## src/include/dispatch_consts.svh

```systemverilog
`ifndef DISPATCH_CONSTS_SVH
`define DISPATCH_CONSTS_SVH

// Bundle geometry
`define DISPATCH_WIDTH       4

// Branch checkpoints, one mask bit each
`define CHECKPOINTS          8
`define CHECKPOINTS_LOG      3

// Register and instruction fields
`define SIZE_PHYSICAL_LOG    6
`define SIZE_RMT_LOG         5
`define SIZE_PC              32
`define SIZE_OPCODE          8
`define SIZE_IMMEDIATE       16

// Load queue and store queue share one size
`define SIZE_LSQ             16
`define SIZE_LSQ_LOG         4

`define SIZE_ISSUEQ          32
`define SIZE_ISSUEQ_LOG      5

`define SIZE_ACTIVELIST      64
`define SIZE_ACTIVELIST_LOG  6

`endif

```

## src/source/dispatchPkg.sv

```systemverilog
`default_nettype none

`include "dispatch_consts.svh"

package dispatchPkg;

  // Instruction as it leaves rename
  typedef struct packed {
    logic [`SIZE_PC-1:0]           pc;
    logic [`SIZE_RMT_LOG-1:0]      logDest;          // Architectural destination
    logic                          isLoad;
    logic                          isStore;
    logic [`CHECKPOINTS-1:0]       branchMask;       // Unresolved branches it depends on
    logic [`SIZE_PHYSICAL_LOG-1:0] phySrc1;
    logic [`SIZE_PHYSICAL_LOG-1:0] phySrc2;
    logic [`SIZE_PHYSICAL_LOG-1:0] phyDest;
    logic [`SIZE_PHYSICAL_LOG-1:0] oldPhyDest;       // Freed at retire
    logic [`SIZE_OPCODE-1:0]       opcode;
    logic [`SIZE_IMMEDIATE-1:0]    immediate;
  } renamedPktT;

  // Issue queue entry, everything needed to wake up and execute
  typedef struct packed {
    logic [`SIZE_OPCODE-1:0]       opcode;
    logic [`SIZE_IMMEDIATE-1:0]    immediate;
    logic [`SIZE_PHYSICAL_LOG-1:0] phySrc1;
    logic [`SIZE_PHYSICAL_LOG-1:0] phySrc2;
    logic [`SIZE_PHYSICAL_LOG-1:0] phyDest;
    logic [`CHECKPOINTS-1:0]       branchMask;       // Squash on mispredict
    logic                          isLoad;
    logic                          isStore;
  } issuePktT;

  // Active list entry, kept until retire
  typedef struct packed {
    logic [`SIZE_PC-1:0]           pc;
    logic [`SIZE_RMT_LOG-1:0]      logDest;
    logic [`SIZE_PHYSICAL_LOG-1:0] phyDest;          // Committed to the AMT
    logic [`SIZE_PHYSICAL_LOG-1:0] oldPhyDest;       // Returned to the free list
    logic                          isLoad;
    logic                          isStore;
  } alPktT;

  // Load-store queue entry
  typedef struct packed {
    logic [`CHECKPOINTS-1:0]       branchMask;
    logic                          isStore;
    logic                          isLoad;
  } lsqPktT;

endpackage

`default_nettype wire

```

## src/source/dispatchLatch.sv

```systemverilog
`default_nettype none

`include "dispatch_consts.svh"

module dispatchLatch #(
  parameter type payloadT = logic [7:0]
) (
  input  wire logic    clk,
  input  wire logic    rstN_i,
  input  wire logic    load_i,                     // Back end accepts the bundle
  input  wire payloadT payload_i [`DISPATCH_WIDTH],
  output payloadT      payload_o [`DISPATCH_WIDTH],
  output logic         valid_o                     // Bundle in the register is new
);

  always_ff @(posedge clk or negedge rstN_i) begin
    if (!rstN_i) begin
      valid_o <= 1'b0;
      for (int i = 0; i < `DISPATCH_WIDTH; i++) begin
        payload_o[i] <= '0;
      end
    end else begin
      valid_o <= load_i;                           // Valid for one cycle per accept
      if (load_i) begin
        payload_o <= payload_i;
      end
    end
  end

endmodule

`default_nettype wire

```

## src/source/dispatchTop.sv

```systemverilog
`default_nettype none

`include "dispatch_consts.svh"

module dispatchTop (
  input  wire logic                          clk,
  input  wire logic                          rstN_i,
  input  wire logic                          renameReady_i,
  input  wire logic                          flagRecoverEX_i,
  input  wire logic                          ctrlVerified_i,
  input  wire logic [`CHECKPOINTS_LOG-1:0]   ctrlVerifiedTag_i,
  input  wire dispatchPkg::renamedPktT       renamedPacket_i [`DISPATCH_WIDTH],
  input  wire logic [`SIZE_LSQ_LOG:0]        loadQueueCnt_i,
  input  wire logic [`SIZE_LSQ_LOG:0]        storeQueueCnt_i,
  input  wire logic [`SIZE_ISSUEQ_LOG:0]     issueQueueCnt_i,
  input  wire logic [`SIZE_ACTIVELIST_LOG:0] activeListCnt_i,

  output dispatchPkg::issuePktT              issueqPacket_o [`DISPATCH_WIDTH],
  output dispatchPkg::alPktT                 alPacket_o [`DISPATCH_WIDTH],
  output dispatchPkg::lsqPktT                lsqPacket_o [`DISPATCH_WIDTH],
  output logic                               issueqValid_o,
  output logic                               alValid_o,
  output logic                               lsqValid_o,
  output logic [`CHECKPOINTS-1:0]            updatedBranchMask_o [`DISPATCH_WIDTH],
  output logic                               backEndReady_o,
  output logic                               stallFrontEnd_o
);

  import dispatchPkg::*;

  renamedPktT lanePkt [`DISPATCH_WIDTH];       // Renamed packet with updated mask
  logic       laneLoad [`DISPATCH_WIDTH];
  logic       laneStore [`DISPATCH_WIDTH];

  issuePktT   issuePkt [`DISPATCH_WIDTH];      // Back-end packets before the latch
  alPktT      alPkt [`DISPATCH_WIDTH];
  lsqPktT     lsqPkt [`DISPATCH_WIDTH];

  // Per-lane decode and packet forming
  for (genvar lane = 0; lane < `DISPATCH_WIDTH; lane++) begin : gLane
    laneDecode i_laneDecode (
      .renamedPkt_i        (renamedPacket_i[lane]),
      .ctrlVerified_i      (ctrlVerified_i),
      .ctrlVerifiedTag_i   (ctrlVerifiedTag_i),
      .lanePkt_o           (lanePkt[lane]),
      .isLoad_o            (laneLoad[lane]),
      .isStore_o           (laneStore[lane]),
      .updatedBranchMask_o (updatedBranchMask_o[lane])
    );

    packetBuild i_packetBuild (
      .lanePkt_i  (lanePkt[lane]),
      .issuePkt_o (issuePkt[lane]),
      .alPkt_o    (alPkt[lane]),
      .lsqPkt_o   (lsqPkt[lane])
    );
  end

  // Space check over the whole bundle
  resourceCheck i_resourceCheck (
    .isLoad_i        (laneLoad),
    .isStore_i       (laneStore),
    .loadQueueCnt_i  (loadQueueCnt_i),
    .storeQueueCnt_i (storeQueueCnt_i),
    .issueQueueCnt_i (issueQueueCnt_i),
    .activeListCnt_i (activeListCnt_i),
    .renameReady_i   (renameReady_i),
    .flagRecoverEX_i (flagRecoverEX_i),
    .backEndReady_o  (backEndReady_o),
    .stallFrontEnd_o (stallFrontEnd_o)
  );

  // Pipeline registers toward the back end, all loaded on the same accept
  dispatchLatch #(
    .payloadT (issuePktT)
  ) i_issueLatch (
    .clk       (clk),
    .rstN_i    (rstN_i),
    .load_i    (backEndReady_o),
    .payload_i (issuePkt),
    .payload_o (issueqPacket_o),
    .valid_o   (issueqValid_o)
  );

  dispatchLatch #(
    .payloadT (alPktT)
  ) i_alLatch (
    .clk       (clk),
    .rstN_i    (rstN_i),
    .load_i    (backEndReady_o),
    .payload_i (alPkt),
    .payload_o (alPacket_o),
    .valid_o   (alValid_o)
  );

  dispatchLatch #(
    .payloadT (lsqPktT)
  ) i_lsqLatch (
    .clk       (clk),
    .rstN_i    (rstN_i),
    .load_i    (backEndReady_o),
    .payload_i (lsqPkt),
    .payload_o (lsqPacket_o),
    .valid_o   (lsqValid_o)
  );

endmodule

`default_nettype wire

```

## src/source/laneDecode.sv

```systemverilog
`default_nettype none

`include "dispatch_consts.svh"

module laneDecode (
  input  wire dispatchPkg::renamedPktT renamedPkt_i,
  input  wire logic                        ctrlVerified_i,    // A branch resolved correctly
  input  wire logic [`CHECKPOINTS_LOG-1:0] ctrlVerifiedTag_i, // Its checkpoint
  output dispatchPkg::renamedPktT      lanePkt_o,
  output logic                         isLoad_o,
  output logic                         isStore_o,
  output logic [`CHECKPOINTS-1:0]      updatedBranchMask_o // Back to the rename/dispatch register
);

  // Memory class of the lane
  assign isLoad_o  = renamedPkt_i.isLoad;
  assign isStore_o = renamedPkt_i.isStore;

  // The resolved branch no longer guards this instruction,
  // so its checkpoint bit drops out of the mask
  always_comb begin
    logic [`CHECKPOINTS-1:0] mask;

    mask = renamedPkt_i.branchMask;
    if (ctrlVerified_i) begin
      mask[ctrlVerifiedTag_i] = 1'b0;
    end
    updatedBranchMask_o = mask;
  end

  // Lane packet carries the new mask toward the back end
  always_comb begin
    lanePkt_o            = renamedPkt_i;
    lanePkt_o.branchMask = updatedBranchMask_o;
  end

endmodule

`default_nettype wire

```

## src/source/packetBuild.sv

```systemverilog
`default_nettype none

module packetBuild (
  input  wire dispatchPkg::renamedPktT lanePkt_i,  // Mask already updated
  output dispatchPkg::issuePktT        issuePkt_o,
  output dispatchPkg::alPktT           alPkt_o,
  output dispatchPkg::lsqPktT          lsqPkt_o
);

  // Issue queue needs operands, op and the mask for squashing
  always_comb begin
    issuePkt_o.opcode     = lanePkt_i.opcode;
    issuePkt_o.immediate  = lanePkt_i.immediate;
    issuePkt_o.phySrc1    = lanePkt_i.phySrc1;
    issuePkt_o.phySrc2    = lanePkt_i.phySrc2;
    issuePkt_o.phyDest    = lanePkt_i.phyDest;
    issuePkt_o.branchMask = lanePkt_i.branchMask;
    issuePkt_o.isLoad     = lanePkt_i.isLoad;
    issuePkt_o.isStore    = lanePkt_i.isStore;
  end

  // Active list keeps what retire needs
  always_comb begin
    alPkt_o.pc         = lanePkt_i.pc;
    alPkt_o.logDest    = lanePkt_i.logDest;
    alPkt_o.phyDest    = lanePkt_i.phyDest;
    alPkt_o.oldPhyDest = lanePkt_i.oldPhyDest;
    alPkt_o.isLoad     = lanePkt_i.isLoad;
    alPkt_o.isStore    = lanePkt_i.isStore;
  end

  // LSQ only tracks the kind of access and its branch dependences
  always_comb begin
    lsqPkt_o.branchMask = lanePkt_i.branchMask;
    lsqPkt_o.isStore    = lanePkt_i.isStore;
    lsqPkt_o.isLoad     = lanePkt_i.isLoad;
  end

endmodule

`default_nettype wire

```

## src/source/resourceCheck.sv

```systemverilog
`default_nettype none

`include "dispatch_consts.svh"

module resourceCheck (
  input  wire logic                            isLoad_i [`DISPATCH_WIDTH],
  input  wire logic                            isStore_i [`DISPATCH_WIDTH],
  input  wire logic [`SIZE_LSQ_LOG:0]          loadQueueCnt_i,  // Entries held in load queue
  input  wire logic [`SIZE_LSQ_LOG:0]          storeQueueCnt_i, // Entries held in store queue
  input  wire logic [`SIZE_ISSUEQ_LOG:0]       issueQueueCnt_i,
  input  wire logic [`SIZE_ACTIVELIST_LOG:0]   activeListCnt_i,
  input  wire logic                            renameReady_i,   // Rename holds a full bundle
  input  wire logic                            flagRecoverEX_i, // Mispredict recovery in progress
  output logic                                 backEndReady_o,
  output logic                                 stallFrontEnd_o
);

  localparam int CntW = $clog2(`DISPATCH_WIDTH + 1);

  logic [CntW-1:0] loadCnt;
  logic [CntW-1:0] storeCnt;
  logic            loadFull;
  logic            storeFull;
  logic            issueFull;
  logic            activeFull;

  // Loads and stores in this bundle
  always_comb begin
    loadCnt  = '0;
    storeCnt = '0;
    for (int i = 0; i < `DISPATCH_WIDTH; i++) begin
      loadCnt  = loadCnt + isLoad_i[i];
      storeCnt = storeCnt + isStore_i[i];
    end
  end

  // LSQ needs room only for the memory ops actually present
  assign loadFull  = (loadQueueCnt_i + loadCnt) > `SIZE_LSQ;
  assign storeFull = (storeQueueCnt_i + storeCnt) > `SIZE_LSQ;

  // Every lane takes an issue queue and an active list slot
  assign issueFull  = (issueQueueCnt_i + `DISPATCH_WIDTH) > `SIZE_ISSUEQ;
  assign activeFull = (activeListCnt_i + `DISPATCH_WIDTH) > `SIZE_ACTIVELIST;

  assign stallFrontEnd_o = loadFull | storeFull | issueFull | activeFull;

  /* The back end takes the bundle only when there is room, rename has
     one ready and no recovery is flushing the pipe */
  assign backEndReady_o = ~stallFrontEnd_o & renameReady_i & ~flagRecoverEX_i;

endmodule

`default_nettype wire

```

## config.mk

```make
export PLATFORM = sky130hd
export DESIGN_NAME = dispatchTop
export DESIGN_NICKNAME = d
export VERILOG_FILES = /design/src/source/dispatchPkg.sv /design/src/source/dispatchLatch.sv /design/src/source/dispatchTop.sv /design/src/source/laneDecode.sv /design/src/source/packetBuild.sv /design/src/source/resourceCheck.sv
export VERILOG_INCLUDE_DIRS = /design/src /design/src/include
export SDC_FILE = /design/constraint.sdc
export NUM_CORES = 1
export LEC_CHECK = 0
export BUFFER_PORTS_ARGS = -buffer_cell sky130_fd_sc_hd__buf_4
export CAP_MARGIN = 30
export CELL_PAD_IN_SITES_DETAIL_PLACEMENT = 0
export CELL_PAD_IN_SITES_GLOBAL_PLACEMENT = 1
export CORE_AREA = 2 2 348 350
export DETAILED_ROUTE_END_ITERATION = 8
export DIE_AREA = 0 0 350 352
export HOLD_SLACK_MARGIN = 0.15
export MAX_ROUTING_LAYER = met4
export PLACE_DENSITY = 0.46
export REMOVE_ABC_BUFFERS = 1
export SETUP_SLACK_MARGIN = 0.3
export SYNTH_ARGS = -nofsm -noshare
export SYNTH_HDL_FRONTEND = slang
export SYNTH_HIERARCHICAL = 1
export SYNTH_SLANG_ARGS = --single-unit
```

## constraint.sdc

```tcl
create_clock -name clk -period 6.8 [get_ports clk]
set_clock_uncertainty 0.2 [all_clocks]
set_input_delay 0.68 -clock clk [delete_from_list [all_inputs] [get_ports clk]]
set_output_delay 0.68 -clock clk [all_outputs]
set_load 0.02 [all_outputs]
```

==> flow_summary.toml, run 1 <==
[timing]
rsz0062_at_grt = "no"
setup_ws_ns = 1.18
tns_ns = 0
period_share = 0.827
fmax_ghz = 0.178
slew_headroom = 0.317
finalCriticalPeriod_ns = 5.62
hold_viol = 0
maxSlewViolCount = 0
finalSetupViolations = 0
max_slew.worst_pin.slew_ns = 1.02

[setup_path]
cp.arrival_ns = 4.74
cp_cell_sequence = "dlygate4sd3_1, buf_4, fa_1, fa_1, inv_1, fa_1, or3b_1, o22ai_1, a311o_2, nand2_1, nor4bb_4, buf_12, buf_4"
worst-path-max-fanout = 83
cp_slowest_cell = "dlygate4sd3_1"
cp_data_required_time_ns = 5.92
r2r_cells = 1
cp-end-kind = "output port"
crit_top_cell = "fa_1"
r2r_setup_slack_ns = 5.74
critPathMaxStageDelay_ns = 0.55
path_delay_family = "buffers and inverters"
path_class = "input pin to output port"
r2r_end = "i_alLatch/payload_o[175]"
cp.buffers_inverters = 5
timing.rr.start = "i_alLatch/payload_o[175]"
setup.worst_path.start_class = "input pin"

[synth]
synth_top_area_cell = "dfrtp_1"
synthTopCellsByArea = "dfrtp_1 (45%), buf_4 (25%), mux2_4 (16%), mux2_2 (8.6%), buf_6 (1.7%)"
ys_async_sr_fraction = 1.00
ys_ff_latch = 455
synth_top_area_frac = 0.455
synth_flop_cell = "dfrtp_1"
ys_warn_count = 6
synthCells = 1897
synth.top_cells.by_count = "buf_4 (840), dfrtp_1 (455), mux2_4 (261)"
synth_edf_count = 0
synthDistinctLibCells = 35
ys_seq_area_frac = 0.455
synth_most_common_cell = "buf_4"
syn_area_mm2 = 0.0250
synth.avg_cell_area_um2 = 13.2

[clocking]
cts_num_sinks = 455
cts_tree = "built"
cts_setup_buffers = 0
cts_buffers = 58
clockRootBuffer = "clkbuf_16"
cts.path.max_buffers = 3
clock_latency_ns = 0.63
postCtsHoldBufs = 349
cts_resized = 0
htreeDepth = 2
cts.clk_slew.worst_paths_ns = 0.06

[floorplan]
die_height_um = 352
die_x_um = 350
rows = 127
core_area_mm2 = 0.119
start_util = 0.210
io_pins = 900
die-area_mm2 = 0.123

[final_layout]
final_cells = 3991
n_fill_cell = 12275
layout.area.seq_mm2 = 0.0114
design_area_mm2 = 0.0328
drive_gt1_frac = 0.623
fin_nets = 2751
area_growth_syn_to_layout_pct = 31.0
multiInputGateArea_mm2 = 0.00682

[detailed_routing]
vias_per_cell = 3.49
totalWireLength_mm = 72.6
final_antenna_net_count = 0
drc = 0
dr.first_iter.drc_count = 528
num_vias = 13923
wire_per_inst_um = 18.2
firstDrtPassIters = 4

[global_route]
track_usage = 0.117
grt_max_degree = 142
antenna_found_initial = 5
grt_pass1_vias = 15791
grt_pass1_wl_mm = 105
grt_overflow_total = 0

[hold_path]
hold_depth = 3
hp-start = "renamedPacket_i[150]"
min_path_type = "input pin to flop"
min_to = "i_issueLatch/payload_o[61]"

[placement]
detailed_place_hpwl_mm = 55.1
dpl_cell_area_mm2 = 0.0273
preCtsSetupSlack_ns = 1.68
place_congestion = 0.805
port_buffers = 899
placed_cells = 3535

[status]
run_status = "completed"

[power_and_ir_drop]
power_density_mw_per_mm2 = 358
max-vdd-ir-drop_mv = 0.193
p_leak_nw = 15.7

[job]
maxCapViolations = 0
## kinds of logic after synthesis
family | synth area share
multiplexers | 0.242
AND/OR/NAND/NOR | 0.00884
AO/OA/AOI/OAI | 0.0148
flip-flops | 0.455
buffers and inverters | 0.274
adder cells (fa/ha/maj) | 0.00579
## worst min-delay path: cells and delay by family
| family | cells | cell delay, ns |
|---|---|---|
| compound gates | 1 | 0.16 |
| mux | 1 | 0.16 |
| buf+inv | 1 | 0.08 |
## cells in the final DEF, fill, tap and decap left out, types with 11 or more instances in the layout
master	n
clkbuf_8	11
inv_1	12
mux2_2	191
clkbuf_1	16
dfrtp_1	455
dlygate4sd3_1	349
o31a_1	16
clkbuf_16	61
buf_4	906
mux2_4	261
## registers in the layout, summed over array words and instances (netlist names)
signal,count
i_issueLatch/payload_o,208
i_alLatch/valid_o,1
i_issueLatch/valid_o,1
i_alLatch/payload_o,204
i_lsqLatch/payload_o,40
i_lsqLatch/valid_o,1
## metal layers
layer  GRT usage  vias to the layer above  wire [µm]
li1            -                     6324          -
met1       0.128                     6957      27800
met2       0.202                      537      37100
met3      0.0354                      105       5650
met4      0.0366                        0       2040
met5           -                        -          0
## power by group
part / internal [mW] / leakage [nW] / switching (mW)
combinational: 2.26 / 8.93 / 2.11
clock: 2.05 / 0.998 / 1.23
sequential: 3.57 / 5.80 / 0.534
total: 7.87 / 15.7 / 3.88
## through the flow
step,hold slack (ns),util,total power [mW]
after floorplan,0.184,-,6.31
after global placement,0.293,0.229,8.38
after detailed placement,0.293,0.229,8.41
after CTS,0.192,0.275,12.0
after global routing,0.232,0.275,12.4
final,0.279,0.275,11.8
## worst max path at each step
| stage | from | to | cells after the start |
|---|---|---|---|
| finish | renamedPacket_i[56] | backEndReady_o | 13 |
| global route | renamedPacket_i[56] | backEndReady_o | 13 |
| CTS | renamedPacket_i[56] | backEndReady_o | 13 |
| detailed placement | storeQueueCnt_i[0] | i_lsqLatch/payload_o[23] | 13 |
| global placement | storeQueueCnt_i[0] | i_lsqLatch/payload_o[36] | 13 |
| floorplan | storeQueueCnt_i[0] | i_alLatch/payload_o[0] | 10 |
## area by class of cell
cell class,instances,area share
clock buffers,88,0.0530
diodes,1,0.0000763
clock inverters,18,0.00893
multi-input cells,536,0.208
well taps,1612,0.0615
inverters,16,0.00183
flip-flops and latches,455,0.347
repair buffers,1265,0.320
(Power assumes the default switching activity.)
==> run 2, diff against run 1 <==
--- a/config.mk
+++ b/config.mk
@@ -6,16 +6,17 @@
 export SDC_FILE = /design/constraint.sdc
 export NUM_CORES = 1
 export LEC_CHECK = 0
+export ABC_AREA = 1
 export BUFFER_PORTS_ARGS = -buffer_cell sky130_fd_sc_hd__buf_4
 export CAP_MARGIN = 30
 export CELL_PAD_IN_SITES_DETAIL_PLACEMENT = 0
 export CELL_PAD_IN_SITES_GLOBAL_PLACEMENT = 1
-export CORE_AREA = 2 2 348 350
+export CORE_AREA = 2 2 349 351
 export DETAILED_ROUTE_END_ITERATION = 8
-export DIE_AREA = 0 0 350 352
+export DIE_AREA = 0 0 351 353
 export HOLD_SLACK_MARGIN = 0.15
 export MAX_ROUTING_LAYER = met4
-export PLACE_DENSITY = 0.46
+export PLACE_DENSITY = 0.51
 export REMOVE_ABC_BUFFERS = 1
 export SETUP_SLACK_MARGIN = 0.3
 export SYNTH_ARGS = -nofsm -noshare
==> constraint.sdc (replaced) <==
create_clock -name clk -period 4.65 [get_ports clk]
set_clock_uncertainty 0.2 [all_clocks]
set_input_delay 0.465 -clock clk [delete_from_list [all_inputs] [get_ports clk]]
set_output_delay 0.465 -clock clk [all_outputs]
set_load 0.02 [all_outputs]
==> run 2 against run 1 <==
Wire length rose by 13%. Combinational power up 27%. Via count rose by 29%. Register-to-register slack worse by 2.0 ns. Worst hold slack worse by 0.052 ns. Non-clock buffer count is 55 higher. Sequential share of layout area is 0.35 points higher. Global-route usage increased by 1.4 points.
==> flow_summary.toml, run 2 <==
[power_and_ir_drop]
power_density_mw_per_mm2 = 490
clockPowerShare = 0.287
swShare = 0.361
intPower_mw = 10.2
max-vdd-ir-drop_mv = 0.287
power.share.sequential = 0.365
p_sw_mw = 5.74
power_frac_comb = 0.348
p_leak_nw = 17.6
p_total_mw = 15.9

[final_layout]
layout_commonest_cell = "nand2_1"
final_cell_mix = "nand2_1 (1391), buf_4 (921), dfrtp_1 (455)"
largest_reg_flops = 208
reg_top3 = "i_issueLatch/payload_o: 208 flops, i_alLatch/payload_o: 204 flops, i_lsqLatch/payload_o: 40 flops"
final_cells = 5064
drive_gt1_frac = 0.304
multiInputGateArea_mm2 = 0.00583
n_fill_cell = 13231
fin_nets = 3809
area_growth_syn_to_layout_pct = 32.7
final_util = 0.269
layout.area.seq_mm2 = 0.0114
regMostFlops = "i_issueLatch/payload_o"

[timing]
maxSlewViolCount = 0
rsz0062_at_grt = "no"
finalCriticalPeriod_ns = 3.90
hold_viol = 0
slew_headroom = 0.390
max_slew.worst_pin.slew_ns = 0.915
fmax_ghz = 0.257
whs_ns = 0.227
tns_ns = 0
period_share = 0.838
finalSetupViolations = 0

[detailed_routing]
totalWireLength_mm = 81.8
num_vias = 18020
final_antenna_net_count = 0
vias_per_cell = 3.56
dr.first_iter.drc_count = 794
drc = 0
firstDrtPassIters = 4
wire_per_inst_um = 16.2

[floorplan]
io_pins = 900
die-area_mm2 = 0.124
start_util = 0.203
core_area_mm2 = 0.121
rows = 128
die_x_um = 351
die_height_um = 353

[synth]
ys_async_sr_fraction = 1.00
ys_ff_latch = 455
ys_warn_count = 6
synth_edf_count = 0
ys_seq_area_frac = 0.465
synth_flop_cell = "dfrtp_1"
synthTopCellsByArea = "dfrtp_1 (47%), buf_4 (26%), nand2_1 (21%), buf_6 (1.1%), buf_2 (0.96%)"
synth.top_cells.by_count = "nand2_1 (1391), buf_4 (857), dfrtp_1 (455)"
synth_top_area_cell = "dfrtp_1"
synth_top_area_frac = 0.465
syn_area_mm2 = 0.0245
synthDistinctLibCells = 29
synth.avg_cell_area_um2 = 8.30
synthCells = 2949
synth_most_common_cell = "nand2_1"

[global_route]
antenna_found_initial = 6
grt_pass1_vias = 18982
grt_util_met2 = 0.224
grt_max_degree = 94
track_usage = 0.131
grt_overflow_total = 0
grt_use_met1 = 0.146
grt-busiest-layer = "met2"
grt_pass1_wl_mm = 120
use_met3 = 0.0394

[clocking]
clockRootBuffer = "clkbuf_16"
cts_num_sinks = 455
cts.path.max_buffers = 3
htreeDepth = 2
postCtsHoldBufs = 384
cts_buffers = 58
cts_tree = "built"
cts_setup_buffers = 0
clock_latency_ns = 0.63
cts_resized = 0
cts.clk_slew.worst_paths_ns = 0.06

[status]
run_status = "completed"

[setup_path]
critPathMaxStageDelay_ns = 0.55
cp_cell_sequence = "dlygate4sd3_1, buf_4, fa_1, inv_1, fa_1, nor2_1, nor3_1, nand2_1, nand2_1, nand3_2, nor2_4, buf_12, buf_4"
cp-end-kind = "output port"
cp_slowest_cell = "dlygate4sd3_1"
setup.worst_path.start_class = "input pin"
cp.arrival_ns = 3.23
path_class = "input pin to output port"
worst-path-max-fanout = 28
cp_data_required_time_ns = 3.98

[placement]
placed_cells = 4571
port_buffers = 899
detailed_place_hpwl_mm = 59.6
place_congestion = 0.803

[job]
maxCapViolations = 0

[hold_path]
min_path_type = "input pin to flop"
-- run 2: changes by cell type in the layout (fill, tap and decap cells not counted), moves of 7 or more --
cell	previous run	this run
inv_1	12	61
mux2_4	261	0
nand2_1	5	1391
nor2_1	4	56
o31a_1	16	0
o31a_2	8	0
buf_4	906	921
nand2_2	4	11
dlygate4sd3_1	349	384
mux2_2	191	0
-- run 2: area by class of cell --
cell class / count / area share
clock buffers: 86 / 0.0525
multi-input cells: 1491 / 0.180
well taps: 1625 / 0.0626
diodes: 5 / 0.000385
repair buffers: 1320 / 0.340
inverters: 64 / 0.00801
clock inverters: 18 / 0.00601
flip-flops and latches: 455 / 0.351
-- run 2: power by group through the flow --
stage	registers [mW]	logic, mW	clock network (mW)
floorplan	7.24	0.974	0
global placement	5.85	5.37	0
detailed placement	5.86	5.38	0
CTS	5.82	5.66	4.77
global route	5.96	6.00	4.93
finish	5.80	5.54	4.57
-- run 2: path summary, 6_finish.rpt --
check / from / endpoint / slack [ns] / cells after the start
worst min-delay path: ctrlVerified_i / i_issueLatch/payload_o[2] / 0.23 / 6
worst min register to register: i_alLatch/payload_o[182] / i_alLatch/payload_o[182] / 0.27 / 2
min in group asynchronous: rstN_i / i_issueLatch/payload_o[91] / 0.27 / 2
worst max register to register: i_alLatch/payload_o[191] / i_alLatch/payload_o[191] / 3.72 / 2
worst max-delay path: renamedPacket_i[152] / backEndReady_o / 0.75 / 13
max in group asynchronous: rstN_i / i_issueLatch/payload_o[111] / 2.91 / 3
-- run 2: metrics by stage --
stage               setup slack (ns)  area [µm²]
finish                         0.752       32500
global route                   0.563       32500
CTS                            0.723       32500
detailed placement             0.672       26700
global placement               0.716       26700
floorplan                     -13.00       17500
-- run 2: cells by family after synthesis --
group | Yosys count | synth area share
adder cells (fa/ha/maj) | 8 | 0.00593
flip-flops | 455 | 0.465
buffers and inverters | 1003 | 0.297
AO/OA/AOI/OAI | 13 | 0.00348
XOR/XNOR | 2 | 0.000716
AND/OR/NAND/NOR | 1468 | 0.228
-- run 2: critical path, delay by kind of cell --
family	cells	cell delay, ns
adder cells (fa/ha/maj)	2	0.65
AND/OR/NAND/NOR	6	0.81
buffers and inverters	5	1.24
-- run 2: metal layers --
layer,part of all wire,up-vias
met1,0.40,8484
li1,-,8882
met5,0,-
met2,0.50,545
met3,0.077,109
met4,0.027,0
==> run 3, diff against run 2 <==
==> constraint.sdc (replaced) <==
create_clock -name clk -period 3.4 [get_ports clk]
set_clock_uncertainty 0.2 [all_clocks]
set_input_delay 0.34 -clock clk [delete_from_list [all_inputs] [get_ports clk]]
set_output_delay 0.34 -clock clk [all_outputs]
set_load 0.02 [all_outputs]
==> run 3 against run 2 <==
Global-route usage grew 0.41 points. Sequential power grew 37%. Highest routed layer unchanged. Total power grew 39%. Clock-buffer cell count grew 4. Largest power group unchanged.
==> flow_summary.toml, run 3 (synthesis results as in run 2) <==
[clocking]
htreeDepth = 2
cts_buffers = 59
cts_num_sinks = 455
clock_latency_ns = 0.62
clockRootBuffer = "clkbuf_16"
cts_tree = "built"
cts.clk_slew.worst_paths_ns = 0.06
cts.path.max_buffers = 3

[power_and_ir_drop]
power.share.sequential = 0.359
swShare = 0.357
max-vdd-ir-drop_mv = 0.345
clockPowerShare = 0.294
power_density_mw_per_mm2 = 658
power_frac_comb = 0.347
p_total_mw = 22.1
p_sw_mw = 7.91
intPower_mw = 14.2
p_leak_nw = 18.2

[final_layout]
largest_reg_flops = 208
drive_gt1_frac = 0.316
fin_nets = 3902
n_fill_cell = 13149
layout_commonest_cell = "nand2_1"
multiInputGateArea_mm2 = 0.00585
regMostFlops = "i_issueLatch/payload_o"
reg_top3 = "i_issueLatch/payload_o: 208 flops, i_alLatch/payload_o: 204 flops, i_lsqLatch/payload_o: 40 flops"
area_growth_syn_to_layout_pct = 37.4
final_cell_mix = "nand2_1 (1389), buf_4 (958), dfrtp_1 (455)"
final_util = 0.279
design_area_mm2 = 0.0336
layout.area.seq_mm2 = 0.0114
final_cells = 5152

[detailed_routing]
final_antenna_net_count = 0
totalWireLength_mm = 85.3
vias_per_cell = 3.57
drc = 0
firstDrtPassIters = 5
num_vias = 18408
dr.first_iter.drc_count = 802
wire_per_inst_um = 16.6

[global_route]
grt_util_met2 = 0.235
grt_max_degree = 84
track_usage = 0.135
grt_pass1_wl_mm = 123
use_met3 = 0.0407
grt_use_met1 = 0.151
grt_pass1_vias = 19185
grt-busiest-layer = "met2"
grt_overflow_total = 0
antenna_found_initial = 2

[placement]
placed_cells = 4624
detailed_place_hpwl_mm = 62.7
port_buffers = 899
place_congestion = 0.787
dpl_cell_area_mm2 = 0.0273
preCtsSetupSlack_ns = -0.223

[timing]
finalSetupViolations = 0
rsz0062_at_grt = "yes"
period_share = 0.965
whs_ns = 0.161
maxSlewViolCount = 0
max_slew.worst_pin.slew_ns = 0.903
slew_headroom = 0.398
hold_viol = 0
fmax_ghz = 0.305
setup_ws_ns = 0.120
tns_ns = 0
finalCriticalPeriod_ns = 3.28

[setup_path]
path_class = "input pin to output port"
worst-path-max-fanout = 3
cp.arrival_ns = 2.74
cp-end-kind = "output port"
r2r_cells = 2
cp_data_required_time_ns = 2.86
setup.worst_path.start_class = "input pin"

[floorplan]
io_pins = 900
core_area_mm2 = 0.121
die-area_mm2 = 0.124
die_height_um = 353
rows = 128
die_x_um = 351
start_util = 0.203

[status]
run_status = "completed"

[job]
maxCapViolations = 0

[hold_path]
min_path_type = "input pin to async pin"
[run 3: cell type report]
type,count,area share
Tap cell,1625,0.0604
Timing Repair Buffer,1412,0.360
Sequential cell,455,0.338
Antenna cell,2,0.000149
Inverter,64,0.00796
Multi-Input combinational cell,1491,0.174
Clock inverter,13,0.00528
Clock buffer,90,0.0537
[run 3: what timing repair did]
| action | 4_1_cts | 5_1_grt |
|---|---|---|
| endpoints found under the hold margin | 546 | 0 |
| setup buffers | 4 | 5 |
| hold buffers | 410 | 0 |
| pin swaps | 4 | 2 |
| cloned | 0 | 4 |
| endpoints found under the setup margin | 2 | 323 |
| resized for setup | 12 | 17 |
[run 3: routing by layer]
layer,vias up,routed length (µm),share of wire
met2,543,43300,0.51
met5,-,0,0
met3,97,6550,0.077
li1,9061,-,-
met1,8707,33700,0.40
met4,0,1780,0.021
[run 3: power by group through the flow]
stage / sequential (mW) / clock (mW) / combinational, mW
2_1_floorplan: 9.90 / 0 / 1.33
3_3_place_gp: 8.01 / 0 / 7.40
3_5_place_dp: 8.03 / 0 / 7.41
4_1_cts: 7.97 / 6.79 / 7.83
5_1_grt: 8.17 / 6.98 / 8.31
6_report: 7.95 / 6.50 / 7.68
[run 3: path summary, 6_finish.rpt]
kind,start,to,slack (ns)
worst max register to register,i_alLatch/payload_o[110],i_alLatch/payload_o[110],2.52
min in group clk,ctrlVerifiedTag_i[0],i_lsqLatch/payload_o[38],0.22
worst max-delay path,loadQueueCnt_i[0],backEndReady_o,0.12
worst min register to register,i_alLatch/payload_o[138],i_alLatch/payload_o[138],0.27
max in group asynchronous,rstN_i,i_issueLatch/payload_o[93],1.83
worst min-delay path,rstN_i,i_issueLatch/payload_o[46],0.16
[run 3: worst max-delay path, stage by stage]
cell     delay, ns
buf_4         0.12
fa_1          0.57
fa_1          0.20
inv_1         0.06
fa_1          0.41
nand2_1       0.09
nand2_1       0.05
nor3_1        0.13
nand2_1       0.09
nand2_2       0.10
nand3_4       0.09
nor2_4        0.13
buf_12        0.14
buf_8         0.11
buf_6         0.11
